`config.mk`:
```
export PLATFORM = sky130hd
export DESIGN_NAME = line_merge
export DESIGN_NICKNAME = d
export VERILOG_FILES = /design/src/dcache_pkg.sv /design/src/line_merge.sv
export VERILOG_INCLUDE_DIRS = /design/src
export SDC_FILE = /design/constraint.sdc
export NUM_CORES = 1
export LEC_CHECK = 0
export ABC_CLOCK_PERIOD_IN_PS = 2980
export BUFFER_PORTS_ARGS = -buffer_cell sky130_fd_sc_hd__buf_2
export CORE_AREA = 4 4 252 254
export DETAILED_ROUTE_END_ITERATION = 8
export DIE_AREA = 0 0 256 258
export PLACE_DENSITY = 0.36
export SYNTH_ARGS = -nofsm -noshare
export SYNTH_HDL_FRONTEND = slang
export SYNTH_SLANG_ARGS = --single-unit
```
`constraint.sdc`:
```
create_clock -name vclk -period 2.98
set_clock_uncertainty 0.05 [all_clocks]
set_input_delay 0.447 -clock vclk [all_inputs]
set_output_delay 0.447 -clock vclk [all_outputs]
set_load 0.02 [all_outputs]
```
`src/dcache_consts.svh`:
```
`ifndef DCACHE_CONSTS_SVH
`define DCACHE_CONSTS_SVH

`define DC_WORD_W   64
`define DC_ADDR_W   32
`define DC_WORDS    4
`define DC_LINES    16

// byte offset inside a line, 5 bits for 4 words of 8 bytes
`define DC_OFFSET_W ($clog2(`DC_WORDS * `DC_WORD_W / 8))

`define DC_INDEX_W  ($clog2(`DC_LINES))

// whatever the address keeps above index and offset
`define DC_TAG_W    (`DC_ADDR_W - `DC_INDEX_W - `DC_OFFSET_W)

`define DC_LINE_W   (`DC_WORDS * `DC_WORD_W)

`endif

```
`src/dcache_pkg.sv`:
```
`include "dcache_consts.svh"

package dcache_pkg;

    // same codes as the core's control field
    typedef enum logic [1:0] {
        op_none  = 2'b00,
        op_load  = 2'b01,
        op_store = 2'b10
    } op_e;

    typedef logic [`DC_WORD_W-1:0]               word_t;
    typedef logic [`DC_WORD_W/8-1:0]             strb_t;
    typedef logic [`DC_LINE_W-1:0]               line_t;
    typedef logic [`DC_TAG_W-1:0]                tag_t;
    typedef logic [`DC_INDEX_W-1:0]              index_t;
    typedef logic [`DC_ADDR_W-`DC_OFFSET_W-1:0]  line_addr_t;

    typedef struct packed {
        tag_t                    tag;
        index_t                  index;
        logic [`DC_OFFSET_W-4:0] word_sel;   // word within the line
        logic [2:0]              byte_off;   // ignored, loads and stores are word wide
    } addr_fields_t;

    typedef struct packed {
        op_e          op;
        addr_fields_t addr;
        word_t        wdata;
        strb_t        wstrb;
    } cpu_req_t;

    typedef struct packed {
        line_addr_t addr;
        line_t      data;
    } wb_req_t;

endpackage

```
`src/line_merge.sv`:
```
`timescale 1ns/100ps
`include "dcache_consts.svh"

module line_merge
    import dcache_pkg::*;
(
    input  line_t                   line,
    input  logic [`DC_OFFSET_W-4:0] word_sel,
    input  word_t                   wdata,
    input  strb_t                   wstrb,
    output word_t                   word,
    output line_t                   merged
);

    word_t sel_word;
    word_t new_word;

    // addressed word of the line, also the load result
    always_comb begin
        sel_word = line[word_sel*`DC_WORD_W +: `DC_WORD_W];
    end

    always_comb begin
        new_word = sel_word;
        for (int b = 0; b < `DC_WORD_W/8; b++) begin
            if (wstrb[b]) begin
                new_word[b*8 +: 8] = wdata[b*8 +: 8];   // strobed byte comes from the store
            end
        end
    end

    // other words of the line pass through unchanged
    always_comb begin
        merged = line;
        merged[word_sel*`DC_WORD_W +: `DC_WORD_W] = new_word;
    end

    assign word = sel_word;

endmodule

```
==> summary by stage <==
Drt
The detailed router finished its first iteration with 670 violations. The detailed-route DRC error count is 0. The average vias per placed instance is between 4 and 5. The via count is 9931. Dividing the detail-routed wire length by the instance count gives about 21 µm. The residual antenna-violating net count after detailed routing is 0. Before antenna repair, the detailed router went through 6 iterations. The total length of routed wires is 47830 µm.

Timing
Setup repair after global routing left no endpoint under its margin. For this run, the top clock speed supported by timing is around 380 MHz. Of the available clock period, the critical path in the final layout requires 0.8818. The number of failing setup endpoints in the final timing report is 0. Headroom to the max-slew limit came out at 0.5085. The number of hold violations in the final report is 0. The pin slew with the least headroom to its limit is around 0.74 ns.

The final-report max-slew violation count came to 0. The post-route minimum period is approximately 2.6 ns. For the final routed database, the setup TNS stands at 0 ns.

Floorplan
The floorplan core area is ~0.061 mm². Row generation in the floorplan step produced 91 rows. 650 I/O pins were placed.

The die covers ~0.066 mm². For this configuration, the core starts out at a cell density of 0.1095. The horizontal die dimension is approximately 260 µm. The die height is ~260 µm.

Global route
The initial antenna violation count came to 4. Entering global routing, the biggest net connects between 60 and 70 pins. The via count of the first global-routing pass is 10246. The total global-route track usage is 0.1303. The wire length of the first global-routing pass is roughly 68000 µm. The remaining global-route overflow is 0.

Power
Of the total power, the share spent switching nets is 0.6043. The relative contribution of combinational cells to total power is 1.000. In this run the power spent charging and discharging nets is 1.419 mW. The sequential share of power is 0. The total power density per cell area is about 210 mW/mm².

The fraction of power consumed by the clock network is 0. IR analysis of the VDD net gives a maximum drop of 0.07569 mV. Summed over all cells, the static leakage comes to just under 6 nW. Internal power comes to roughly 930 µW.

Layout
After routing the design area is 0.01109 mm². The final-layout fill cell count is 7020. The area occupied by registers is 0 µm². The multi-input gate area in the final layout is approximately 0.0055 mm². The synthesis-to-layout area growth is 65.29%.

After the last flow step, the layout net total stands at between 1500 and 2000. For this run, the share of the core covered by cells in the final layout is 0.1810. In the finished design the tool counted flip-flops and latches totalling 0. The ratio of cells with drive above 1 in the final layout is 0.5363. In the finished layout, the clock tree contains a buffer count of 0.

Setup path
The largest single stage delay on the critical path is approximately 0.52 ns. The type of element launching the critical path is an input pin. The category of the worst setup path capture point is a primary output.

The data arrival time of the critical path is 2.13 ns. The slowest cell on the critical path is sky130_fd_sc_hd__mux4_2. The type of the worst setup path is in2out. The most used cell along the critical path is sky130_fd_sc_hd__buf_12. Along the worst path, the maximum fanout reaches 20. For the worst setup path, the data required time is 2.48 ns. Traced cell by cell, the critical path runs through buf_6 > buf_12 > buf_12 > mux4_2 > mux2i_1 > o22ai_1 > buf_2.

Synthesis
During synthesis, Yosys emitted a total of 0 warnings. When the netlist entered floorplanning its net count stood at 1213. By area the synthesized netlist is led by sky130_fd_sc_hd__mux4_2 (21%), sky130_fd_sc_hd__o22ai_1 (18%), sky130_fd_sc_hd__mux2i_1 (15%), sky130_fd_sc_hd__inv_1 (11%), sky130_fd_sc_hd__mux2i_4 (9.1%).

Averaged over all synthesized cells, the footprint is around 7.6 µm². sky130_fd_sc_hd__mux4_2 takes more of the synthesized area than any other cell. The post-synthesis cell area is between 0.006 and 0.007 mm².

The share of synthesized area in the top cell type comes to 0.2148. The unique cell type count in the Yosys netlist is 20. The share of the Yosys chip area taken by registers is 0. Synthesis handed over a netlist of between 800 and 900 instances.

Hold path
In this run the worst hold path is classified as in2out.

Placement
Once placement finished, the instance area stood at between 0.01 and 0.015 mm². The placer congestion estimate is about 0.9. Detailed placement ended at an HPWL of ~38000 µm. The quantity of I/O buffers inserted on ports is 650.

CTS
The post-cts sizing count is 0. After clock tree synthesis, the flow added hold-fix buffers numbering 0. The number of buffers inserted to repair setup after CTS is 0.

Run
The number of max-cap violations is 0.

Run status
The run finished with clean final reports.
-- metrics by stage --
step / setup WS (ns) / hold WS [ns] / std cells / power, mW
after floorplan: 0.2358 / 1.041 / 879 / 1.375
after global placement: 0.3103 / 1.217 / 2263 / 2.349
after detailed placement: 0.3418 / 1.213 / 2263 / 2.343
after CTS: 0.3376 / 1.217 / 2263 / 2.353
after global routing: 0.2535 / 1.229 / 2265 / 2.487
final: 0.3522 / 1.216 / 2265 / 2.347
-- logic make-up after synthesis --
group,after synthesis,synth area share
buffers and inverters,294,0.1841
and+or+nand+nor,69,0.04196
AOI/OAI and AO/OA,320,0.3103
muxes,192,0.4562
adders and majority gates,4,0.007460
-- cell type report --
| class | instances | share of cell area |
|---|---|---|
| diodes | 2 | 0.0004513 |
| inverters | 195 | 0.06612 |
| multi-input cells | 585 | 0.4981 |
| well taps | 790 | 0.08913 |
| repair buffers | 693 | 0.3462 |
-- power groups by stage --
| stage | registers, mW | logic (mW) | clock network (mW) |
|---|---|---|---|
| floorplan | 0 | 1.37 | 0 |
| global placement | 0 | 2.35 | 0 |
| detailed placement | 0 | 2.34 | 0 |
| CTS | 0 | 2.35 | 0 |
| global route | 0 | 2.49 | 0.0000000898 |
| finish | 0 | 2.35 | 0.0000000898 |
-- worst max-delay path: cells and delay by family --
kind | cells | cell delay, ns
AO/OA/AOI/OAI | 1 | 0.15
buffers and inverters | 4 | 0.68
multiplexers | 2 | 0.85
-- per-layer routing --
| layer | global-route usage | vias up | wire [µm] |
|---|---|---|---|
| met5 | 0 | - | 20 |
| met4 | 0.03261 | 2 | 1199 |
| met3 | 0.02442 | 71 | 3232 |
| met2 | 0.2400 | 569 | 24380 |
| met1 | 0.1558 | 4811 | 19000 |
| li1 | - | 4478 | - |
-- Yosys cell counts --
cell and count:
sky130_fd_sc_hd__nand3b_1 1, sky130_fd_sc_hd__buf_1 4, sky130_fd_sc_hd__o22ai_1 192, sky130_fd_sc_hd__nor3_4 1, sky130_fd_sc_hd__buf_2 38, sky130_fd_sc_hd__inv_1 195, sky130_fd_sc_hd__clkbuf_1 49, sky130_fd_sc_hd__nand4_1 1
sky130_fd_sc_hd__mux2i_1 101, sky130_fd_sc_hd__ha_1 4, sky130_fd_sc_hd__mux4_2 64, sky130_fd_sc_hd__buf_12 4, sky130_fd_sc_hd__a22o_1 64, sky130_fd_sc_hd__buf_6 1, sky130_fd_sc_hd__buf_4 3, sky130_fd_sc_hd__mux2i_4 27
sky130_fd_sc_hd__o21ai_0 64, sky130_fd_sc_hd__nand3_1 1, sky130_fd_sc_hd__nor2b_1 1, sky130_fd_sc_hd__nand2_1 64
-- cells in the final DEF (no fill, tap or decap), drive strengths merged --
master,instances
a22o,64
buf,693
clkinv,1
diode,2
ha,4
inv,194
mux2i,128
mux4,64
nand2,64
nand3,1
nand3b,1
nand4,1
nor2b,1
nor3,1
o21ai,64
o22ai,192
-- final timing paths --
path        start           to  depth (start not counted)
max   word_sel[0]  merged[161]                          7
min     line[122]  merged[122]                          4
Power figures use the tool's default switching activity.
