$ cat config.mk
export PLATFORM = sky130hd
export DESIGN_NAME = miss_ctrl
export DESIGN_NICKNAME = d
export VERILOG_FILES = /design/src/dcache_pkg.sv /design/src/miss_ctrl.sv
export VERILOG_INCLUDE_DIRS = /design/src
export SDC_FILE = /design/constraint.sdc
export NUM_CORES = 1
export LEC_CHECK = 0
export BUFFER_PORTS_ARGS = -buffer_cell sky130_fd_sc_hd__buf_4
export CAP_MARGIN = 20
export CORE_AREA = 2 2 278 280
export DETAILED_ROUTE_END_ITERATION = 6
export DIE_AREA = 0 0 280 282
export HOLD_SLACK_MARGIN = 0.02
export PLACE_DENSITY = 0.34
export SYNTH_ARGS = -nofsm -noshare
export SYNTH_HDL_FRONTEND = slang
export SYNTH_SLANG_ARGS = --single-unit
$ cat constraint.sdc
create_clock -name CLK -period 13.64 [get_ports CLK]
set_clock_uncertainty 0.1 [all_clocks]
set_input_delay 3.41 -clock CLK [delete_from_list [all_inputs] [get_ports CLK]]
set_output_delay 3.41 -clock CLK [all_outputs]
set_load 0.1 [all_outputs]
$ cat src/dcache_consts.svh
`ifndef DCACHE_CONSTS_SVH
`define DCACHE_CONSTS_SVH

`define DC_WORD_W   64
`define DC_ADDR_W   32
`define DC_WORDS    4
`define DC_LINES    16

// byte offset inside a line, 5 bits for 4 words of 8 bytes
`define DC_OFFSET_W ($clog2(`DC_WORDS * `DC_WORD_W / 8))

`define DC_INDEX_W  ($clog2(`DC_LINES))

// whatever the address keeps above index and offset
`define DC_TAG_W    (`DC_ADDR_W - `DC_INDEX_W - `DC_OFFSET_W)

`define DC_LINE_W   (`DC_WORDS * `DC_WORD_W)

`endif

$ cat src/dcache_pkg.sv
`include "dcache_consts.svh"

package dcache_pkg;

    // same codes as the core's control field
    typedef enum logic [1:0] {
        op_none  = 2'b00,
        op_load  = 2'b01,
        op_store = 2'b10
    } op_e;

    typedef logic [`DC_WORD_W-1:0]               word_t;
    typedef logic [`DC_WORD_W/8-1:0]             strb_t;
    typedef logic [`DC_LINE_W-1:0]               line_t;
    typedef logic [`DC_TAG_W-1:0]                tag_t;
    typedef logic [`DC_INDEX_W-1:0]              index_t;
    typedef logic [`DC_ADDR_W-`DC_OFFSET_W-1:0]  line_addr_t;

    typedef struct packed {
        tag_t                    tag;
        index_t                  index;
        logic [`DC_OFFSET_W-4:0] word_sel;   // word within the line
        logic [2:0]              byte_off;   // ignored, loads and stores are word wide
    } addr_fields_t;

    typedef struct packed {
        op_e          op;
        addr_fields_t addr;
        word_t        wdata;
        strb_t        wstrb;
    } cpu_req_t;

    typedef struct packed {
        line_addr_t addr;
        line_t      data;
    } wb_req_t;

endpackage

$ cat src/miss_ctrl.sv
`timescale 1ns/100ps

module miss_ctrl
    import dcache_pkg::*;
(
    input  logic       CLK,
    input  logic       RST,
    input  logic       miss,
    input  logic       victim_dirty,
    input  tag_t       victim_tag,
    input  cpu_req_t   req,

    output logic       addr_to_l2_valid,
    output line_addr_t addr_to_l2,
    output logic       wb_valid,
    output wb_req_t    wb,
    input  logic       write_done,
    input  logic       data_from_l2_valid,

    input  line_t      victim_line,
    output logic       install,
    output logic       busy
);

    typedef enum logic [1:0] {
        S_IDLE,
        S_WB_WAIT,
        S_RF_WAIT,
        S_INSTALL
    } state_e;

    state_e state;
    state_e state_nx;
    logic   start_wb;
    logic   start_rf;

    always_comb begin
        state_nx = state;
        start_wb = 1'b0;
        start_rf = 1'b0;
        case (state)
            S_IDLE: begin
                if (miss) begin
                    if (victim_dirty) begin
                        start_wb = 1'b1;
                        state_nx = S_WB_WAIT;
                    end else begin
                        start_rf = 1'b1;
                        state_nx = S_RF_WAIT;
                    end
                end
            end
            S_WB_WAIT: begin
                if (write_done) begin
                    start_rf = 1'b1;   // refill only once L2 has taken the victim
                    state_nx = S_RF_WAIT;
                end
            end
            S_RF_WAIT: begin
                if (data_from_l2_valid) begin
                    state_nx = S_INSTALL;
                end
            end
            default: begin
                state_nx = S_IDLE;   // arrays are re-read with the new line here
            end
        endcase
    end

    always_ff @(posedge CLK) begin
        if (RST) begin
            state            <= S_IDLE;
            addr_to_l2_valid <= 1'b0;
            wb_valid         <= 1'b0;
        end else begin
            state            <= state_nx;
            addr_to_l2_valid <= start_rf;
            wb_valid         <= start_wb;
        end
    end

    // victim is captured in the lookup cycle of the miss
    always_ff @(posedge CLK) begin
        if (start_wb) begin
            wb.addr <= {victim_tag, req.addr.index};
            wb.data <= victim_line;
        end
    end

    // the request is held still while the miss is served
    assign addr_to_l2 = {req.addr.tag, req.addr.index};

    assign install = (state == S_RF_WAIT) && data_from_l2_valid;
    assign busy    = (state != S_IDLE);

    a_l2_req_pulse: assert property (@(posedge CLK) disable iff (RST)
        addr_to_l2_valid |=> !addr_to_l2_valid);

    a_no_refill_in_wb: assert property (@(posedge CLK) disable iff (RST)
        (state == S_WB_WAIT) |-> !addr_to_l2_valid);

endmodule

==> impl_metrics.py <==
metrics = {
    "routing": {
        "via_per_inst": 2.89,
        "initialDrtViolationCount": 150,
        "drt_wl_total_mm": 31.1,
        "drc": 0,
        "vias": 5598,
        "dr.pass1.iters": 4,
        "routedWlPerCell_um": 16.0,
        "antenna_left": 0,
    },
    "power": {
        "powerDensity_mw_per_mm2": 201,
        "p_leak_nw": 6.12,
        "totalPowerFinal_mw": 3.12,
        "vdd_drop_max_v": 0.000101,
    },
    "placed_design": {
        "io_buffer_count": 579,
        "dpl-instance-area_mm2": 0.0144,
        "gp_congestion": 0.705,
    },
    "floorplanning": {
        "rows": 101,
        "coreArea_mm2": 0.0757,
        "fp.dieH_um": 282,
        "floorplan.initialDensity_pct": 11.9,
        "pin_count": 705,
        "die_area_mm2": 0.0790,
        "die_x_um": 280,
    },
    "setup_path": {
        "crit_path_cell_trace": "buf_4 -> and2_1 -> buf_4",
        "required_ns": 10.13,
        "crit_type": "in2out",
        "cpMaxStageDelayCell": "buf_4",
        "critPathArrivalTime_ns": 3.91,
        "crit_path_max_incr_delay_ns": 0.29,
        "path_buf_inv": 2,
        "crit_fanout": 2,
        "end_kind": "output pin",
        "critPathMostFrequentCell": "buf_4",
        "critPathTopFamily": "buffers and inverters",
        "start_kind": "input pin",
    },
    "layout": {
        "insertedDiodeCount": 0,
        "fin_util_pct": 20.6,
        "fin_area_mm2": 0.0156,
        "drive_gt1_share_pct": 66.0,
        "final_nets": 1332,
        "syn_to_final_growth_pct": 73.0,
    },
    "synthesis": {
        "ys_seq_area_share_pct": 95.4,
        "synth_area_mm2": 0.00899,
        "synth_cell_types": 18,
        "synth_seq_cells": 287,
        "synth_cells": 341,
        "post_synth.cell_area_avg_um2": 26.4,
        "synth_warnings": 0,
        "synth_nets": 737,
    },
    "clock_tree": {
        "cts_setup_buffers": 0,
        "cts_tree": "yes",
        "clk-insertion-delay-late_ns": 0.53,
        "cts_root_buf": "clkbuf_16",
        "clockBufferDepth": 3,
        "ctsHoldBuffers": 0,
        "h-tree-depth": 2,
        "cts_resized": 0,
        "cts_buffers": 37,
        "cts_sinks": 287,
        "cts.clk_slew.worst_paths_ns": 0.06,
    },
    "timing": {
        "tns_ns": 0,
        "hold_viol": 0,
        "rsz0062_at_grt": "no",
        "fin_crit_sh_pct": 54.4,
        "max_freq_mhz": 135,
        "timing.final.crit_period_ns": 7.42,
        "setup_violations": 0,
        "tightest_slew_ns": 0.946,
        "slew_violations": 0,
        "hold_slack_ns": 0.435,
        "slew_headroom_pct": 36.9,
    },
    "global_routing": {
        "grt_pass1_vias": 6071,
        "grt_pass1_wl_mm": 41.5,
        "antenna_found_initial": 1,
        "overflow": 0,
        "grt_usage_pct": 7.31,
        "grt_max_degree": 69,
    },
    "flow_run": {
        "drv_cap": 0,
    },
    "outcome": {
        "status": "completed",
    },
    "worst_hold_path": {
        "hold_path.class": "reg2reg",
    },
}
[power by group]
group          total [mW]  internal, mW  switching [mW]
combinational        1.02         0.187           0.836
clock               0.953         0.577           0.376
sequential           1.14          1.11          0.0322
total                3.12          1.88            1.24
[area by class of cell]
cell class	instances	area (um^2)
inverters	3	11.3
fillers	8089	60100
flip-flops and latches	287	8580
well taps	978	1220
clock buffers	50	1020
clock inverters	14	145
multi-input cells	24	206
repair buffers	583	4380
[flip-flops by register name, indices dropped and copies added (netlist names)]
register          flops
wb_valid              1
state                 2
wb                  283
addr_to_l2_valid      1
[cell usage in the layout, fill, tap and decap left out]
master,count
clkbuf_16,39
nand2b_4,1
o211ai_1,1
ha_1,5
nand2b_1,3
dfxtp_1,4
and3_4,2
inv_1,3
and2_1,1
mux2i_1,1
edfxtp_1,283
clkinv_1,6
bufinv_16,3
a211oi_2,1
o21ai_1,1
a31oi_1,2
clkinv_4,1
nor2b_1,3
a2bb2oi_1,1
inv_6,1
clkinv_2,3
nor2_1,2
clkbuf_1,11
buf_4,583
[kinds of logic after synthesis]
| group | after synthesis | synth area share, % |
|---|---|---|
| and+or+nand+nor | 12 | 0.918 |
| DFF | 287 | 95.4 |
| AOI/OAI and AO/OA | 6 | 0.515 |
| buffers and inverters | 30 | 2.38 |
| muxes | 1 | 0.111 |
| adders and majority gates | 5 | 0.696 |
[Yosys cell counts]
| cell | count | share of area (%) |
|---|---|---|
| a31oi_1 | 2 | 0.14 |
| nor2_1 | 2 | 0.084 |
| nand2b_1 | 3 | 0.21 |
| and3_1 | 1 | 0.070 |
| inv_1 | 3 | 0.13 |
| and3_4 | 1 | 0.13 |
| nor2b_1 | 3 | 0.21 |
| and2_1 | 1 | 0.070 |
| ha_1 | 5 | 0.70 |
| buf_4 | 27 | 2.3 |
| a211oi_2 | 1 | 0.14 |
| edfxtp_1 | 283 | 94 |
| o21ai_1 | 1 | 0.056 |
| dfxtp_1 | 4 | 0.89 |
| nand2b_4 | 1 | 0.15 |
| a2bb2oi_1 | 1 | 0.097 |
| o211ai_1 | 1 | 0.084 |
| mux2i_1 | 1 | 0.11 |
[through the flow]
| step | setup WS, ns | std cells |
|---|---|---|
| 6_report | 6.22 | 1939 |
| 5_1_grt | 6.20 | 1939 |
| 4_1_cts | 6.20 | 1939 |
| 3_5_place_dp | 6.21 | 1875 |
| 3_3_place_gp | 6.21 | 1875 |
| 2_1_floorplan | 2.95 | 341 |
[worst paths after layout]
check,to,start,slack [ns],depth (start not counted)
worst min register to register,state[1],state[1],0.44,2
worst max register to register,wb[134],state[1],10.00,5
worst min-delay path,state[1],state[1],0.44,2
worst max-delay path,install,data_from_l2_valid,6.22,3
[worst register-to-register path, cell delays in order (launching register included)]
cell and delay (ns):
dfxtp_1 0.34, inv_1 0.14, ha_1 0.24, and3_4 0.68
buf_4 0.84, buf_4 0.87
[layer usage]
| layer | track usage (%) | part of all wire, % | vias up |
|---|---|---|---|
| met5 | 0 | 0.039 | - |
| met4 | 3.58 | 3.7 | 2 |
| met3 | 3.59 | 11 | 69 |
| met2 | 13.3 | 53 | 337 |
| met1 | 6.82 | 32 | 2665 |
| li1 | - | - | 2525 |
Power figures use the tool's default switching activity.
