<file path="config.mk">
export PLATFORM = sky130hd
export DESIGN_NAME = flag_array
export DESIGN_NICKNAME = d
export VERILOG_FILES = /design/src/dcache_pkg.sv /design/src/flag_array.sv
export VERILOG_INCLUDE_DIRS = /design/src
export SDC_FILE = /design/constraint.sdc
export NUM_CORES = 1
export LEC_CHECK = 0
export BUFFER_PORTS_ARGS = -buffer_cell sky130_fd_sc_hd__buf_2
export CORE_MARGIN = 3
export CORE_UTILIZATION = 45
export CTS_CLUSTER_SIZE = 25
export DETAILED_ROUTE_END_ITERATION = 8
export PLACE_DENSITY = 0.66
export SYNTH_ARGS = -nofsm -noshare
export SYNTH_HDL_FRONTEND = slang
export SYNTH_SLANG_ARGS = --single-unit
</file>
<file path="constraint.sdc">
create_clock -name CLK -period 1.8 [get_ports CLK]
set_input_delay 0.09 -clock CLK [delete_from_list [all_inputs] [get_ports CLK]]
set_output_delay 0.09 -clock CLK [all_outputs]
set_load 0.02 [all_outputs]
</file>
<file path="src/dcache_consts.svh">
`ifndef DCACHE_CONSTS_SVH
`define DCACHE_CONSTS_SVH

`define DC_WORD_W   64
`define DC_ADDR_W   32
`define DC_WORDS    4
`define DC_LINES    16

// byte offset inside a line, 5 bits for 4 words of 8 bytes
`define DC_OFFSET_W ($clog2(`DC_WORDS * `DC_WORD_W / 8))

`define DC_INDEX_W  ($clog2(`DC_LINES))

// whatever the address keeps above index and offset
`define DC_TAG_W    (`DC_ADDR_W - `DC_INDEX_W - `DC_OFFSET_W)

`define DC_LINE_W   (`DC_WORDS * `DC_WORD_W)

`endif

</file>
<file path="src/dcache_pkg.sv">
`include "dcache_consts.svh"

package dcache_pkg;

    // same codes as the core's control field
    typedef enum logic [1:0] {
        op_none  = 2'b00,
        op_load  = 2'b01,
        op_store = 2'b10
    } op_e;

    typedef logic [`DC_WORD_W-1:0]               word_t;
    typedef logic [`DC_WORD_W/8-1:0]             strb_t;
    typedef logic [`DC_LINE_W-1:0]               line_t;
    typedef logic [`DC_TAG_W-1:0]                tag_t;
    typedef logic [`DC_INDEX_W-1:0]              index_t;
    typedef logic [`DC_ADDR_W-`DC_OFFSET_W-1:0]  line_addr_t;

    typedef struct packed {
        tag_t                    tag;
        index_t                  index;
        logic [`DC_OFFSET_W-4:0] word_sel;   // word within the line
        logic [2:0]              byte_off;   // ignored, loads and stores are word wide
    } addr_fields_t;

    typedef struct packed {
        op_e          op;
        addr_fields_t addr;
        word_t        wdata;
        strb_t        wstrb;
    } cpu_req_t;

    typedef struct packed {
        line_addr_t addr;
        line_t      data;
    } wb_req_t;

endpackage

</file>
<file path="src/flag_array.sv">
`timescale 1ns/100ps
`include "dcache_consts.svh"

module flag_array
    import dcache_pkg::*;
(
    input  logic   CLK,
    input  logic   RST,
    input  logic   wren,
    input  index_t waddr,
    input  logic   wbit,
    input  index_t raddr,
    output logic   rbit
);

    logic [`DC_LINES-1:0] flags;

    always_ff @(posedge CLK) begin
        if (RST) begin
            flags <= '0;
        end else if (wren) begin
            flags[waddr] <= wbit;
        end
    end

    always_ff @(posedge CLK) begin
        if (RST) begin
            rbit <= 1'b0;
        end else begin
            rbit <= flags[raddr];   // read before write, same as line_ram
        end
    end

    a_waddr_known: assert property (@(posedge CLK) disable iff (RST)
        wren |-> !$isunknown(waddr));

endmodule

</file>
==> results of run 1 <==
==> kinds of logic (layout without fill, tap and decap cells) <==
family / after synthesis / count (layout) / synth area share (%)
buf+inv: 7 / 17 / 3.98
mux: 12 / 12 / 17.7
simple gates: 44 / 44 / 23.5
flops: 17 / 17 / 40.1
compound gates: 23 / 23 / 14.7
==> per-layer routing <==
layer / track usage, % / up-vias / share of wire (%)
met2: 24.6 / 14 / 46
met4: 4.15 / 0 / 0.62
met1: 22.2 / 368 / 49
met3: 3.06 / 2 / 4.7
met5: 0 / - / 0
li1: - / 382 / -
==> worst register-to-register path: stages, from the launching register on <==
cell,delay (ns)
dfxtp_1,0.33
mux4_1,0.50
o2111ai_1,0.20
a21oi_1,0.08
==> synthesized netlist by cell type <==
library cell / count
nand2_1: 13
mux2i_1: 9
buf_6: 1
mux4_2: 1
dfxtp_1: 17
mux2_2: 1
o2111ai_1: 1
nor2_1: 16
clkbuf_1: 5
nor3b_1: 1
o22ai_1: 1
nand3_1: 5
nand3b_1: 4
inv_1: 1
a311o_1: 1
mux4_1: 1
nand2b_1: 2
nor3_1: 3
o21ai_0: 9
a21oi_1: 11
==> stage by stage <==
stage	utilization, %	cell area, um2	hold WS (ns)
floorplan	-	848	0.234
global placement	52.1	910	0.381
detailed placement	52.1	910	0.397
CTS	53.7	937	0.0841
global route	53.7	937	0.0785
finish	53.7	937	0.0862
==> final cells by class <==
class,instances,area share [%]
multi-input combinational,79,50.6
sequential,17,36.3
timing repair buffer,12,6.41
tap,25,3.34
clock buffer,3,2.40
clock inverter,1,0.534
inverter,1,0.401
==> flip-flops by register name, indices dropped and copies added (netlist names) <==
signal and count:
rbit 1, flags 16
==> worst max-delay path by stage <==
stage,from,end,slack [ns],cells past startpoint
5_1_grt,flags[9]$_SDFFE_PP0P_,rbit$_SDFF_PP0_,0.53,3
2_1_floorplan,flags[5]$_SDFFE_PP0P_,rbit$_SDFF_PP0_,0.64,4
3_5_place_dp,raddr[0],rbit$_SDFF_PP0_,0.53,5
3_3_place_gp,raddr[0],rbit$_SDFF_PP0_,0.57,5
6_report,flags[9]$_SDFFE_PP0P_,rbit$_SDFF_PP0_,0.58,3
4_1_cts,flags[4]$_SDFFE_PP0P_,rbit$_SDFF_PP0_,0.58,4
==> report_power, final <==
| group | internal [mW] | total, mW | switching, mW |
|---|---|---|---|
| clock | 0.0825 | 0.202 | 0.119 |
| sequential | 0.382 | 0.384 | 0.00242 |
| combinational | 0.0281 | 0.0780 | 0.0499 |
| total | 0.492 | 0.664 | 0.172 |
==> reports/results.txt, run 1 <==
The largest single stage delay on the critical path is 0.49 ns. The run gives 0 ns as the setup TNS. The tools report the number of global-route vias before repair as 643. Reg-to-reg endpoint: rbit$_SDFF_PP0_. Number of max-slew violations in the final report: 0. Synthesis produced a netlist whose cell count is 103. The floorplan step defined a die boundary enclosing 2440 um2.

The run finished with clean final reports. The path with the worst hold slack has its endpoint at rbit$_SDFF_PP0_. The category of cells accounting for the largest share of critical-path delay is multiplexers. Summed over all layers, the global routing overflow is 0. The startpoint identified for the worst hold timing path is raddr[3].

The number of cell instances on the worst register-to-register path is 3. The detailed router placed 766 vias in this run. The critical path is of the reg2reg type. The post-CTS setup buffer count was 0. The warning count from the yosys run was 0; the clock input transition at the sequential cells of the worst setup and hold paths was 0.10 ns. Leaving out fill and tap cells, the most frequent cells in the layout are dfxtp_1, nor2_1, nand2_1. The run gives 134 as the number of cells after detailed placement. The tightest min-delay check is of the in2reg type. The number of resized instances in the post-cts repair step was 0.

In the finished design, the share of the clock period the worst path needs comes to 67.9%. The die is 49.4 um wide. Data arrives at the worst endpoint at 1.40 ns.

The logs give 176 for the layout filler cell count and 63.4% for the tightest slew margin relative to the limit. Row generation in the floorplan step produced 15 rows. The largest total area in the synthesized netlist belongs to dfxtp_1. After detailed routing, the number of vias per cell comes to 5.55. After legalization and detailed placement, the total HPWL measured 1270 um.

Sequential elements use 40.1% of the synthesized area. Measured along the y axis, the die boundary spans 49.4 um. Setup repair after global routing left no endpoint under its margin. For this run, the detailed router's first-pass iteration total came to 4. TritonCTS built the clock tree. The clock latency at the later pin of the worst-skew pair is 0.29 ns, and the diode insertion count for antenna repair is 0. The placeable core area is 1750 um2, and the share of the synthesized area in the top cell type is 40.1%. In this run the count of I/O pins placed on the die edge is 13. The tools report the maximum clock frequency as 818 MHz. The critical path goes through mux4_1 -> o2111ai_1 -> a21oi_1. The number of sinks driven by the clock tree is 17. STA classifies the critical path endpoint as a flip-flop. The total count of hold-check failures in the final report came out at 0.

In this run the tool buffered the top-level ports with 12 buffer cells. The mapped netlist covers 848 um2. For the number of buffers inserted during clock tree synthesis, the log shows 3. The number of buffers between clock root and the deepest sink was 2. Across the VDD grid, the largest voltage drop is 0.433 mV. Across all register-to-register paths, the minimum setup slack is 0.58 ns.

After detailed routing, the number of remaining DRC violations is 0. The worst hold path was traced through 3 stages. The number of antenna violations at the first check in global routing is 0.

For this design, the CTS-stage hold fixing added 0 buffers. The time the final worst path needs with I/O delays and setup is 1.22 ns. For this run, the post-layout net count is 126. For the number of library cell types mapped by synthesis, the log shows 20.

Setup violations remaining at the end of the flow were counted as 0. For the weighted congestion at the end of routability-driven global placement, the log shows 0.726. In this run the remaining antenna-violating nets after routing total 0.

Once the floorplan was initialized, standard cells occupied 48.6% of the core. Power spread over the standard cell area amounts to 708 nW/um2. For the largest net degree at the start of global routing, the log shows 18. The number of nets handed over by synthesis was 115. The critical path's slowest cell is mux4_1. STA puts the critical path data required time at 1.98 ns. Timing analysis after detailed placement gives a worst setup slack of 0.528 ns. The tree is rooted in a clkbuf_4.

For the pin with the worst max-slew slack, the measured transition is 0.548 ns. The commonest non-fill, non-tap cell in the layout is dfxtp_1. The post-route netlist has 15.9% of its cells at a drive strength greater than 1. STA classifies the critical path startpoint as a flip-flop. The first global-routing pass estimated 3020 um of wire.

The total wirelength of the detailed-routed design is 1780 um. For the final total power, the log shows 0.664 mW. In this run the worst path has a maximum fanout of 2. The critical path contains buffers and inverters numbering 0 combined. After the first detailed-routing iteration, the DRC count stood at 18. The multi-input combinational cells in the finished layout cover a total of 474 um2. The total leakage power was 0.356 nW.

Setup slack on the critical path of the routed design comes to 0.578 ns. The logs give 340 um2 for the register area and 0.00896 ns for the largest clock skew in the final design. The startpoint identified for the worst register-to-register timing path is flags[9]$_SDFFE_PP0P_.

Excluding fillers, the count of instances in the completed layout stands at 138. A synthesized cell averages 8.24 um2. Global routing used 15.8% of the available tracks. In this run, synthesis produced a sequential element count of 17. The tool flagged a number of max-cap violations equal to 0. Relative to the synthesized area, the layout overhead comes to 10.5%. In the final routed layout, each cell accounts on average for 12.9 um.

Yosys attributes the largest share of cell area to dfxtp_1, mux2i_1, nor2_1. The number of H-tree branching levels is 1.
(Power assumes the default switching activity.)
==> run 2, diff against run 1 <==
- clock period: 1.8 -> 1.2 ns (I/O delays scaled with it)
==> run 2 against run 1 <==
Clock power rose by 46%; final area rose by 6.3%; global-route usage rose by 1.0 points; total power rose by 51%; largest power group unchanged; highest routed layer unchanged.
==> reports/results.txt, run 2 (synthesized netlist as in run 1, its figures left out) <==
The register-to-register setup slack is 0.003 ns (was 0.58 ns). The residual overflow from global routing was 0 (unchanged); the share of final-layout standard cells stronger than drive strength 1 was 21.7% (was 15.9%). Setup repair after global routing could not meet its margin everywhere. The logs give 1330 um (was 1270 um) for the sum of net half-perimeters after detailed placement and 3 (unchanged) for the number of buffers inserted during clock tree synthesis. The final total power is 1.00 mW (was 0.664 mW). The number of cells after detailed placement is 140 (was 134), and the pin slew with the least headroom to its limit is 0.313 ns (was 0.548 ns).

Starting density of the core: 48.6% (unchanged). Reg-to-reg endpoint: rbit$_SDFF_PP0_ (unchanged). The number of cell instances on the worst register-to-register path is 3 (unchanged). The worst path arrival time is 1.37 ns (was 1.40 ns). The run gives 0 (unchanged) as the number of maximum-capacitance violations. The logs give 0 (unchanged) for the number of max-slew violations in the final report and 0.28 ns (was 0.29 ns) for the clock latency at the later pin of the worst-skew pair. The total wirelength of the detailed-routed design was 1810 um (was 1780 um); the number of buffers between clock root and the deepest sink was 2 (unchanged). The largest fanout on the critical path is 2 (unchanged). The width of the chip was 49.4 um (unchanged). The time the final worst path needs with I/O delays and setup was 1.20 ns (was 1.22 ns); the total leakage power was 0.390 nW (was 0.356 nW). The run gives 18 (unchanged) as the largest net degree at the start of global routing. The final net count came out at 133 (was 126). The global-route wire length before repair was 3080 um (was 3020 um).

The logs give 0 (unchanged) for the hold buffer count at cts and 0 (unchanged) for the diode insertion count for antenna repair. Commonest cells after routing, fill and taps aside: nor2_1, dfxtp_1, nand2_1 (was dfxtp_1, nor2_1, nand2_1). The number of H-tree branching levels is 1 (unchanged). The number of DRC violations after detailed-routing iteration 0 came out at 23 (was 18). The logs give 13 (unchanged) for the number of I/O pins and 15 (unchanged) for the number of core rows.

TritonCTS built the clock tree. The synthesis-to-finish area growth works out to 17.4% (was 10.5%). The run gives 17 (unchanged) as the number of sinks driven by the clock tree.

The run gives 0 (unchanged) as the number of antenna violations at the first check in global routing. The number of standard cells in the final layout excluding fillers is 145 (was 138). The die span in y was 49.4 um (unchanged). Areal power density over the cells: 1010 nW/um2 (was 708 nW/um2).

The endpoint kind of the worst setup timing path is a flip-flop (unchanged). The launch point of the worst reg-to-reg path is flags[8]$_SDFFE_PP0P_ (was flags[9]$_SDFFE_PP0P_). For the critical path data required time, the log shows 1.37 ns (was 1.98 ns). Tightest slew margin relative to the limit: 79.1% (was 63.4%). The number of vias after detailed routing is 780 (was 766). The routed wire length per instance is 12.5 um (was 12.9 um), and the length of the first detailed-routing pass in iterations is 4 (unchanged).

Largest registers: flags (16), rbit (1) (unchanged). The tools report the total count of hold-check failures in the final report as 0 (unchanged). The tools report the capture point of the worst path as rbit$_SDFF_PP0_ (unchanged). The run gives 2440 um2 (unchanged) as the die footprint. The critical path launch point type is a flip-flop (unchanged). The number of cells traversed by the worst hold path came out at 3 (unchanged). The ratio of routed vias to standard cells works out to 5.38 (was 5.55). The run gives 0 (unchanged) as the remaining antenna violation count. The clock input transition at the sequential cells of the worst setup and hold paths was 0.10 ns (about the same); the layout filler cell count was 174 (was 176).

The final period utilization came out at 99.8% (was 67.9%). The flip-flop count of the largest register, all copies and words added works out to 16 (unchanged). The final setup violation count was 0 (unchanged).

The placeable core area is 1750 um2 (unchanged). The port buffer count is 12 (unchanged). The number of global-route vias before repair was 726 (was 643). The worst min-delay path class was in2reg (unchanged). The CTS root buffer was clkbuf_4 (unchanged). The maximum ir drop on the vdd rail was 0.670 mV (was 0.433 mV); the largest clock skew in the final design was 0.00722 ns (was 0.00896 ns).

The logs give 835 MHz (was 818 MHz) for the maximum clock frequency and 0 (unchanged) for the post-detailed-route DRC marker count. The weighted congestion at the end of routability-driven global placement was 0.764 (was 0.726). The run finished with clean final reports. The startpoint of the most critical setup path is flags[8]$_SDFFE_PP0P_ (was flags[9]$_SDFFE_PP0P_). Largest register by flop count: flags (unchanged). The category of the most critical setup path is reg2reg (unchanged). The global-route usage over all layers came out at 16.8% (was 15.8%).
## run 2: routing by layer
layer | up-vias | wire length [um] | track usage (%)
met4 | 0 | 17 | 5.53
met3 | 2 | 82 | 4.89
met5 | - | 0 | 0
met2 | 20 | 846 | 27.5
li1 | 396 | - | -
met1 | 362 | 864 | 21.0
## run 2: per-stage QoR
stage	util (%)	setup WS [ns]	TNS (ns)	area, um2	hold WS [ns]
after floorplan	-	0.0450	0	848	0.204
after global routing	57.1	-0.0388	-0.0388	996	0.0564
after CTS	56.7	0.00315	0	990	0.0505
after detailed placement	54.7	-0.00956	-0.00956	955	0.362
after global placement	54.7	0.00907	0	955	0.351
final	57.1	0.00282	0	996	0.0671
## run 2: how the worst min path moves through the flow
stage                            endpoint      from  slack [ns]
finish                    rbit$_SDFF_PP0_  raddr[3]        0.07
global route              rbit$_SDFF_PP0_  raddr[3]        0.06
CTS                       rbit$_SDFF_PP0_  raddr[3]        0.05
detailed placement        rbit$_SDFF_PP0_  raddr[3]        0.36
global placement          rbit$_SDFF_PP0_  raddr[3]        0.35
floorplan           flags[4]$_SDFFE_PP0P_      wbit        0.20
## run 2: layout make-up
class	instances	area, um2	area share [%]
multi-input combinational	79	480	48.2
sequential	17	342	34.3
timing repair buffer	19	113	11.3
tap	25	31.3	3.14
clock buffer	4	26.3	2.64
inverter	1	3.75	0.377
## run 2: power breakdown
group          internal [mW]  switching, mW  total (mW)  leakage [nW]
clock                  0.129          0.166       0.295        0.0150
combinational         0.0541         0.0782       0.132         0.237
sequential             0.573        0.00326       0.576         0.138
## run 2: worst max-delay path: stages, from the launching register on
cell and delay (ns):
dfxtp_1 0.33, mux4_1 0.48, o2111ai_1 0.20, a21oi_1 0.09
## run 2: repair_timing
action	4_1_cts	5_1_grt
resized for setup	1	1
setup endpoints to repair	1	1
setup buffers	1	0
pin swaps	2	0
gates cloned	0	0
